===== config.mk =====
export PLATFORM = sky130hd
export DESIGN_NAME = audio_filter_top
export DESIGN_NICKNAME = d
export VERILOG_FILES = /design/src/audio_filter_pkg.sv /design/src/iir_biquad.sv /design/src/speech_path.sv /design/src/dac_path.sv /design/src/audio_mixer.sv /design/src/audio_filter_top.sv
export VERILOG_INCLUDE_DIRS = /design/src
export SDC_FILE = /design/constraint.sdc
export NUM_CORES = 2
export LEC_CHECK = 0
export ABC_AREA = 1
export BUFFER_PORTS_ARGS = -buffer_cell sky130_fd_sc_hd__buf_2
export CORE_ASPECT_RATIO = 0.9
export CORE_MARGIN = 1
export CORE_UTILIZATION = 57
export CTS_CLUSTER_DIAMETER = 60
export DETAILED_ROUTE_END_ITERATION = 10
export HOLD_SLACK_MARGIN = 0.05
export PLACE_DENSITY = 0.73
export SYNTH_ARGS = -nofsm -noshare
export SYNTH_HDL_FRONTEND = slang
export SYNTH_SLANG_ARGS = --single-unit
export TNS_END_PERCENT = 5

===== constraint.sdc =====
create_clock -name clk_sys -period 20.8 [get_ports clk_sys]
set_clock_uncertainty 0.1 [all_clocks]
set_input_delay 1.04 -clock clk_sys [delete_from_list [all_inputs] [get_ports clk_sys]]
set_output_delay 1.04 -clock clk_sys [all_outputs]
set_load 0.05 [all_outputs]

===== src/audio_filter_config.svh =====
//////////////////////////////
// Constants of the audio filter block
// Include wherever pacing, widths or coefficients are needed
//////////////////////////////

`ifndef AUDIO_FILTER_CONFIG_SVH
`define AUDIO_FILTER_CONFIG_SVH

// Clocks per output sample, about 46.9 kHz at the core clock
`define AF_SAMPLE_DIV 256

// Data and coefficient widths
`define AF_SAMPLE_W 16
`define AF_DAC_W 8
`define AF_COEFF_W 22

// Fraction bits of every coefficient
`define AF_COEFF_SCALE 15

// First speech section, f0 near 3.47 kHz
`define AF_SP1_B1 1318
`define AF_SP1_B2 2636
`define AF_SP1_B3 1318
`define AF_SP1_A2 (-44251)
`define AF_SP1_A3 16754

// Second speech section, f0 near 3.33 kHz
`define AF_SP2_B1 1226
`define AF_SP2_B2 2453
`define AF_SP2_B3 1226
`define AF_SP2_A2 (-45163)
`define AF_SP2_A3 17301

// One-pole smoother after the DAC boxcar
`define AF_DAC_B1 16701
`define AF_DAC_B2 16701
`define AF_DAC_A2 634

`endif


===== src/audio_filter_pkg.sv =====
//////////////////////////////
// Shared types of the audio filter block
// Imported by every module of the design
//////////////////////////////

`include "audio_filter_config.svh"

package audio_filter_pkg;

	// Signed audio sample, centred on zero
	typedef logic signed [`AF_SAMPLE_W-1:0] sample_t;

	// Unsigned audio sample, centred on mid scale
	typedef logic [`AF_SAMPLE_W-1:0] usample_t;

	// Raw sound DAC code
	typedef logic [`AF_DAC_W-1:0] dac_t;

	// Fixed-point filter coefficient
	typedef logic signed [`AF_COEFF_W-1:0] coeff_t;

	// Coefficient set of one second-order section
	// b terms feed forward, a terms feed back
	typedef struct packed {
		coeff_t b1;
		coeff_t b2;
		coeff_t b3;
		coeff_t a2;
		coeff_t a3;
	} biquad_coeff_t;

	// Speech source chosen by the mixer
	typedef enum logic {
		SPEECH_RAW      = 1'b0,
		SPEECH_FILTERED = 1'b1
	} speech_mode_e;

	// Clip limits of a signed sample
	localparam sample_t SAMPLE_MAX = {1'b0, {(`AF_SAMPLE_W-1){1'b1}}};
	localparam sample_t SAMPLE_MIN = {1'b1, {(`AF_SAMPLE_W-1){1'b0}}};

	// Offset between the unsigned and signed formats
	localparam usample_t SAMPLE_BIAS = {1'b1, {(`AF_SAMPLE_W-1){1'b0}}};

endpackage


===== src/iir_biquad.sv =====
//////////////////////////////
// Direct-form-I second-order low-pass section with output clipping
// Steps once per sample strobe, coefficients come in as a struct
//////////////////////////////

`include "audio_filter_config.svh"

module iir_biquad import audio_filter_pkg::*; (
	input  logic          clk_sys,
	input  logic          reset,
	input  logic          sample_tick,
	input  biquad_coeff_t coeff,
	input  sample_t       x,
	output sample_t       y
);

	// Product width plus headroom for five terms
	localparam int ACC_W = `AF_SAMPLE_W + `AF_COEFF_W + 3;

	// Input and output history
	sample_t x1;
	sample_t x2;
	sample_t y1;
	sample_t y2;

	logic signed [ACC_W-1:0] acc;
	logic signed [ACC_W-1:0] acc_shr;
	sample_t                 y_next;

	//////////////////////////////
	// Difference equation
	//////////////////////////////

	// Feed-forward terms minus feedback terms
	// All operands signed, so everything widens to ACC_W first
	always_comb begin
		acc = $signed(coeff.b1) * x
			+ $signed(coeff.b2) * x1
			+ $signed(coeff.b3) * x2
			- $signed(coeff.a2) * y1
			- $signed(coeff.a3) * y2;
	end

	// Drop the fraction bits, sign kept
	assign acc_shr = acc >>> `AF_COEFF_SCALE;

	// Clip to the sample range
	always_comb begin
		if (acc_shr > SAMPLE_MAX) begin
			y_next = SAMPLE_MAX;
		end else if (acc_shr < SAMPLE_MIN) begin
			y_next = SAMPLE_MIN;
		end else begin
			y_next = acc_shr[`AF_SAMPLE_W-1:0];
		end
	end

	//////////////////////////////
	// History registers
	//////////////////////////////

	// Shift both delay lines on each strobe
	always_ff @(posedge clk_sys) begin
		if (reset) begin
			x1 <= '0;
			x2 <= '0;
			y1 <= '0;
			y2 <= '0;
		end else if (sample_tick) begin
			x1 <= x;
			x2 <= x1;
			y1 <= y_next;
			y2 <= y1;
		end
	end

	// Newest output is the section result
	assign y = y1;

endmodule


===== src/speech_path.sv =====
//////////////////////////////
// Speech chain: re-centre, two low-pass sections, four times boost
// Paced by the shared strobe, both raw and filtered results leave
//////////////////////////////

`include "audio_filter_config.svh"

module speech_path import audio_filter_pkg::*; (
	input  logic     clk_sys,
	input  logic     reset,
	input  logic     sample_tick,
	input  usample_t speech_in,
	output usample_t speech_raw,
	output usample_t speech_filtered
);

	// Gain of four as a left shift
	localparam int BOOST_SHIFT = 2;

	// Coefficient sets of the two cascaded sections
	localparam biquad_coeff_t SP1_COEFF = '{
		b1: coeff_t'(`AF_SP1_B1),
		b2: coeff_t'(`AF_SP1_B2),
		b3: coeff_t'(`AF_SP1_B3),
		a2: coeff_t'(`AF_SP1_A2),
		a3: coeff_t'(`AF_SP1_A3)
	};
	localparam biquad_coeff_t SP2_COEFF = '{
		b1: coeff_t'(`AF_SP2_B1),
		b2: coeff_t'(`AF_SP2_B2),
		b3: coeff_t'(`AF_SP2_B3),
		a2: coeff_t'(`AF_SP2_A2),
		a3: coeff_t'(`AF_SP2_A3)
	};

	usample_t speech_reg;
	sample_t  speech_c;
	sample_t  stage1_y;
	sample_t  stage2_y;

	logic signed [`AF_SAMPLE_W+BOOST_SHIFT-1:0] boosted;
	sample_t                                    boost_sat;

	// Speech word captured once per sample
	always_ff @(posedge clk_sys) begin
		if (reset) begin
			speech_reg <= '0;
		end else if (sample_tick) begin
			speech_reg <= speech_in;
		end
	end

	// Unsigned to signed around mid scale
	assign speech_c = sample_t'(speech_reg - SAMPLE_BIAS);

	// First section, acts one strobe after capture
	iir_biquad stage1_inst (
		.clk_sys     (clk_sys),
		.reset       (reset),
		.sample_tick (sample_tick),
		.coeff       (SP1_COEFF),
		.x           (speech_c),
		.y           (stage1_y)
	);

	// Second section, one strobe later again
	iir_biquad stage2_inst (
		.clk_sys     (clk_sys),
		.reset       (reset),
		.sample_tick (sample_tick),
		.coeff       (SP2_COEFF),
		.x           (stage1_y),
		.y           (stage2_y)
	);

	// Boost and clip
	assign boosted = stage2_y <<< BOOST_SHIFT;

	always_comb begin
		if (boosted > SAMPLE_MAX) begin
			boost_sat = SAMPLE_MAX;
		end else if (boosted < SAMPLE_MIN) begin
			boost_sat = SAMPLE_MIN;
		end else begin
			boost_sat = boosted[`AF_SAMPLE_W-1:0];
		end
	end

	// Back to unsigned for the mixer
	assign speech_filtered = usample_t'(boost_sat) + SAMPLE_BIAS;
	assign speech_raw      = speech_reg;

endmodule


===== src/dac_path.sv =====
//////////////////////////////
// Sample pacing plus the sound DAC chain of boxcar and one-pole
// Its strobe drives every other stage of the block
//////////////////////////////

`include "audio_filter_config.svh"

module dac_path import audio_filter_pkg::*; (
	input  logic     clk_sys,
	input  logic     reset,
	input  dac_t     dac_in,
	output logic     sample_tick,
	output usample_t dac_filtered
);

	// Counter width, also the boxcar divide shift
	localparam int DIV_W = $clog2(`AF_SAMPLE_DIV);
	localparam int SUM_W = `AF_DAC_W + DIV_W;
	localparam int ACC_W = `AF_SAMPLE_W + `AF_COEFF_W + 2;

	localparam coeff_t DAC_B1 = coeff_t'(`AF_DAC_B1);
	localparam coeff_t DAC_B2 = coeff_t'(`AF_DAC_B2);
	localparam coeff_t DAC_A2 = coeff_t'(`AF_DAC_A2);

	logic [DIV_W-1:0] div_cnt;
	logic [SUM_W-1:0] box_sum;
	logic [SUM_W-1:0] box_next;
	dac_t             box_avg;

	usample_t                dac_wide;
	sample_t                 dac_x;
	sample_t                 op_x1;
	sample_t                 op_y1;
	logic signed [ACC_W-1:0] acc;
	logic signed [ACC_W-1:0] acc_shr;
	sample_t                 op_next;

	//////////////////////////////
	// Strobe and boxcar
	//////////////////////////////

	// Strobe on the last count of each period
	assign sample_tick = (div_cnt == DIV_W'(`AF_SAMPLE_DIV - 1));

	// Running sum including this clock's code
	assign box_next = box_sum + dac_in;

	always_ff @(posedge clk_sys) begin
		if (reset) begin
			div_cnt <= '0;
			box_sum <= '0;
			box_avg <= '0;
		end else if (sample_tick) begin
			div_cnt <= '0;
			box_sum <= '0;
			// Average of the whole period
			box_avg <= box_next[DIV_W +: `AF_DAC_W];
		end else begin
			div_cnt <= div_cnt + 1'b1;
			box_sum <= box_next;
		end
	end

	//////////////////////////////
	// One-pole smoother
	//////////////////////////////

	// Average into the high byte, then signed
	assign dac_wide = {box_avg, {(`AF_SAMPLE_W-`AF_DAC_W){1'b0}}};
	assign dac_x    = sample_t'(dac_wide - SAMPLE_BIAS);

	// Two feed-forward taps, one feedback tap
	assign acc     = DAC_B1 * dac_x + DAC_B2 * op_x1 - DAC_A2 * op_y1;
	assign acc_shr = acc >>> `AF_COEFF_SCALE;

	always_comb begin
		if (acc_shr > SAMPLE_MAX) begin
			op_next = SAMPLE_MAX;
		end else if (acc_shr < SAMPLE_MIN) begin
			op_next = SAMPLE_MIN;
		end else begin
			op_next = acc_shr[`AF_SAMPLE_W-1:0];
		end
	end

	// Uses the average stored on the previous strobe
	always_ff @(posedge clk_sys) begin
		if (reset) begin
			op_x1 <= '0;
			op_y1 <= '0;
		end else if (sample_tick) begin
			op_x1 <= dac_x;
			op_y1 <= op_next;
		end
	end

	assign dac_filtered = usample_t'(op_y1) + SAMPLE_BIAS;

endmodule


===== src/audio_mixer.sv =====
//////////////////////////////
// Mono mixer of the DAC and speech results
// Output is registered on each strobe with a one-clock valid pulse
//////////////////////////////

module audio_mixer import audio_filter_pkg::*; (
	input  logic         clk_sys,
	input  logic         reset,
	input  logic         sample_tick,
	input  speech_mode_e speech_mode,
	input  usample_t     speech_raw,
	input  usample_t     speech_filtered,
	input  usample_t     dac_filtered,
	output usample_t     audio_out,
	output logic         audio_valid
);

	usample_t                 speech_sel;
	logic [$bits(usample_t):0] mix_sum;

	// Only one title used the speech filter, so raw is selectable
	always_comb begin
		case (speech_mode)
			SPEECH_FILTERED: speech_sel = speech_filtered;
			default:         speech_sel = speech_raw;
		endcase
	end

	// Full-width sum, halved on the way out
	assign mix_sum = {1'b0, dac_filtered} + {1'b0, speech_sel};

	// Result held between strobes
	always_ff @(posedge clk_sys) begin
		if (reset) begin
			audio_out <= '0;
		end else if (sample_tick) begin
			audio_out <= mix_sum[$bits(usample_t):1];
		end
	end

	// Valid follows the strobe by one clock
	always_ff @(posedge clk_sys) begin
		if (reset) begin
			audio_valid <= 1'b0;
		end else begin
			audio_valid <= sample_tick;
		end
	end

endmodule


===== src/audio_filter_top.sv =====
//////////////////////////////
// Arcade audio back end with speech and sound DAC filters
// Feed raw speech and DAC codes, read one mono sample per strobe
//////////////////////////////

module audio_filter_top import audio_filter_pkg::*; (
	input  logic         clk_sys,
	input  logic         reset,
	input  usample_t     speech_in,
	input  dac_t         dac_in,
	input  speech_mode_e speech_mode,
	output usample_t     audio_out,
	output logic         audio_valid
);

	// Shared sample strobe from the DAC path counter
	logic sample_tick;

	// Path results into the mixer
	usample_t speech_raw;
	usample_t speech_filtered;
	usample_t dac_filtered;

	// Speech chain
	speech_path speech_path_inst (
		.clk_sys         (clk_sys),
		.reset           (reset),
		.sample_tick     (sample_tick),
		.speech_in       (speech_in),
		.speech_raw      (speech_raw),
		.speech_filtered (speech_filtered)
	);

	// DAC chain, also the pacing source
	dac_path dac_path_inst (
		.clk_sys      (clk_sys),
		.reset        (reset),
		.dac_in       (dac_in),
		.sample_tick  (sample_tick),
		.dac_filtered (dac_filtered)
	);

	// Mono output stage
	audio_mixer audio_mixer_inst (
		.clk_sys         (clk_sys),
		.reset           (reset),
		.sample_tick     (sample_tick),
		.speech_mode     (speech_mode),
		.speech_raw      (speech_raw),
		.speech_filtered (speech_filtered),
		.dac_filtered    (dac_filtered),
		.audio_out       (audio_out),
		.audio_valid     (audio_valid)
	);

endmodule


==> results.md <==
* Worst path slowest cell: dfxtp_1
* DR iter-0 viols at 3132
* Skew-Pair Late Insertion Delay at 0.60 ns
* Fin crit share at 0.5379
* Die X at 352.8 um
* Worst Hold Class: reg2reg
* Gr ovfl total at 0
* Initial antenna violation count at 5
* Critical path class: reg2reg
* Unrepaired setup endpoints after global routing: false
* DRT Pass-1 Iters at 7
* Row cnt at 115
* Die area at 112100 um^2
* Clock buffer depth at 3
* Chip height at 317.8 um
* CP arrival at 11.55 ns
* Peak supply drop at 0.05437 mV
* Num CTS Buffers at 39
* RR Startpoint: speech_path_inst.stage1_inst.y[4]
* CP max FO at 15
* FF+latch count, synth at 201
* Hold Vio Cnt, Final at 0
* Hold path start: dac_path_inst.div_cnt[0]
* Max Cap Viol at 0
* Post_cts resized at 0
* Vias per cell at 5.437
* Post-Route WL at 174600 um
* Port Buf Inserts at 43
* # setup viols final at 0
* DP Wirelength at 152900 um
* I/O pins at 44
* Flop2flop setup slack at 9.61 ns
* Final WS setup at 9.613 ns
* Starting Density at 0.5767
* Pwr dens at 16.99 nW/um^2
* Sequential area share after synthesis at 0.06372
* CTS root buf: clkbuf_16
* H-Tree Depth at 2
* First-pass GRT wire length at 278400 um
* Final TNS setup at 0 ns
* CTS tree: built
* Nets@finish at 9703
* Number of global-route vias before repair at 49850
* Cts hold-fix bufs at 0
* Max Slew Vio Count at 0
* Ys Warns at 0
* Top FF cell, synth: dfxtp_1
* Cell area after synthesis at 63140 um^2
* FMAX at 89.39 MHz
* CP startpoint kind: flip-flop
* Synthesized net count at 9638
* Wire length on met3 at 13510 um
* Slowest Stage Delay on Critical Path at 0.68 ns
* Post-route cell area at 66560 um^2
* Clock Sinks at 201
* DRT antenna net count at 0
* Synthesized instance count at 7210
* CORE AREA at 109500 um^2
* Period minus WS final at 11.19 ns
* Avg WL per Cell at 19.91 um
* Top layer in use: met4
* Area Overhead vs Synth at 5.409%
* Post-CTS setup buffer count at 0
* Outcome: completed
* Worst Hold End: dac_path_inst.div_cnt[0]
* GPL Wtd Cong at 0.9890
* Reg2reg end: speech_path_inst.stage2_inst.y[3]
* Syn Area/Cell at 8.758 um^2
* Met1 wire length at 77240 um
* Post-Place Worst Slack at 9.691 ns
* Most common cell after layout, fill and taps aside: inv_1
* Remaining routing DRC violations at 0
* Count of cell types in the netlist at 62
* Reg2reg path depth at 39
* Req. time, crit path at 21.16 ns
* Routed length on met2 at 76990 um
* Hold-critical path depth at 1
* Ys async rst share at 0
* Largest net degree at the start of global routing at 73
* Tot GR Track Use at 0.3200
* Area after DPL at 65180 um^2
* Max_slew headroom at 0.2372
* Pleak at 0.03829 uW
* EDFF count, synth at 0
* Most frequent cells in the layout: 1995 x inv_1, 1313 x ha_1, 1088 x fa_1
* Clock Pin Slew Worst Setup and Hold Paths at 0.06 ns
* Via count at 47680
* CP Capture Type: flip-flop
* Slew @ Worst Pin at 1.132 ns
* Layout cells sized above 1 at 0.02998
-- cells by family (layout without fill, tap and decap cells) --
logic type                 Yosys count  after routing  share of synthesized area
other                                0              1                          0
xor gates and xnor gates           280            280                    0.03896
AOI/OAI and AO/OA                  781            781                    0.07102
adders and majority gates         2401           2401                     0.6051
DFF                                201            201                    0.06372
buffers and inverters             2058           2154                     0.1236
and+or+nand+nor                   1489           1489                    0.09761
-- critical path, delay by kind of cell (launching register included) --
kind,cells,cell delay [ns]
fa+ha+maj,16,6.90
compound gates,3,0.50
buf+inv,7,0.61
flops,1,0.68
simple gates,12,1.98
xor+xnor,1,0.26
-- synthesized netlist by cell type (3+ instances only) --
| cell | instances | share of area |
|---|---|---|
| a211oi_1 | 7 | 0.00083 |
| a21boi_0 | 10 | 0.0012 |
| a21boi_1 | 6 | 0.00071 |
| a21o_1 | 37 | 0.0044 |
| a21oi_1 | 312 | 0.025 |
| a22oi_1 | 14 | 0.0017 |
| a31o_2 | 5 | 0.00069 |
| a31oi_1 | 19 | 0.0019 |
| and3_1 | 5 | 0.00050 |
| buf_1 | 3 | 0.00018 |
| buf_2 | 15 | 0.0012 |
| buf_6 | 7 | 0.0012 |
| clkbuf_1 | 25 | 0.0015 |
| dfxtp_1 | 201 | 0.064 |
| fa_1 | 1088 | 0.34 |
| ha_1 | 1313 | 0.26 |
| inv_1 | 1997 | 0.12 |
| inv_2 | 8 | 0.00048 |
| nand2_1 | 940 | 0.056 |
| nand2_2 | 23 | 0.0023 |
| nand3_1 | 128 | 0.010 |
| nand3_2 | 3 | 0.00048 |
| nand3b_1 | 7 | 0.00083 |
| nand4_1 | 39 | 0.0039 |
| nor2_1 | 260 | 0.015 |
| nor2_2 | 6 | 0.00059 |
| nor3_1 | 39 | 0.0031 |
| nor3b_1 | 5 | 0.00059 |
| nor4_1 | 14 | 0.0014 |
| o2111ai_1 | 7 | 0.00097 |
| o211ai_1 | 4 | 0.00048 |
| o21a_1 | 11 | 0.0013 |
| o21ai_0 | 200 | 0.016 |
| o21ai_1 | 18 | 0.0014 |
| o21bai_1 | 28 | 0.0033 |
| o221ai_1 | 4 | 0.00055 |
| o22ai_1 | 74 | 0.0073 |
| o31ai_1 | 8 | 0.00095 |
| or2_2 | 11 | 0.0011 |
| xnor2_1 | 113 | 0.016 |
| xor2_1 | 166 | 0.023 |
-- sequential cells by signal, indices dropped and copies added, names as in the netlist, 8 cells and up --
name and cells:
audio_mixer_inst.audio_out 16, speech_path_inst.stage2_inst.x2 16, speech_path_inst.stage2_inst.y 16, speech_path_inst.speech_raw 16, speech_path_inst.stage1_inst.x1 16, speech_path_inst.stage1_inst.x2 16, speech_path_inst.stage1_inst.y2 16, dac_path_inst.op_y1 16
dac_path_inst.box_sum 16, dac_path_inst.box_avg 8, speech_path_inst.stage2_inst.y2 16, speech_path_inst.stage1_inst.y 16, dac_path_inst.div_cnt 8, dac_path_inst.op_x1 8
-- worst max-delay path by stage --
stage | from | endpoint | depth (start not counted)
finish | speech_path_inst.stage1_inst.y[4] | speech_path_inst.stage2_inst.y[3] | 39
global route | speech_path_inst.stage1_inst.y[4] | speech_path_inst.stage2_inst.y[9] | 41
CTS | speech_path_inst.stage1_inst.y[4] | speech_path_inst.stage2_inst.y[3] | 39
detailed placement | speech_path_inst.stage1_inst.y[4] | speech_path_inst.stage2_inst.y[3] | 39
global placement | speech_path_inst.stage1_inst.y[4] | speech_path_inst.stage2_inst.y[14] | 39
floorplan | speech_path_inst.stage1_inst.y2[15] | speech_path_inst.stage1_inst.y[11] | 47
-- final cells by class --
cell class | count | area, um^2
Tap cell | 1462 | 1829
Multi-Input combinational cell | 4951 | 51330
Sequential cell | 201 | 4025
Clock buffer | 42 | 997.2
Clock inverter | 30 | 377.9
Timing Repair Buffer | 76 | 462.9
Inverter | 2006 | 7533
Fill cell | 9460 | 42940
Antenna cell | 1 | 2.502
-- stage by stage --
stage	cells	power (uW)	utilization	hold WS, ns
after global placement	8696	443.2	0.5953	0.3316
after global routing	8768	1161	0.6078	0.3704
final	8769	1131	0.6079	0.3524
after floorplan	7210	430.4	-	0.3179
after CTS	8768	1142	0.6078	0.3536
after detailed placement	8696	445.1	0.5953	0.3419
-- power breakdown --
group | switching, uW | total (uW) | internal, uW | leakage, uW
sequential | 2.21 | 392 | 390 | 0.00162
clock | 281 | 693 | 412 | 0.000676
combinational | 31.1 | 45.4 | 14.2 | 0.0360
total | 314 | 1130 | 817 | 0.0383
-- layer usage --
metal / vias up / GRT usage
li1: 22350 / -
met1: 23370 / 0.4494
met2: 1625 / 0.5011
met3: 332 / 0.05429
met4: 0 / 0.1065
met5: - / 0
Note: power is estimated with default switching activity, not from simulation.
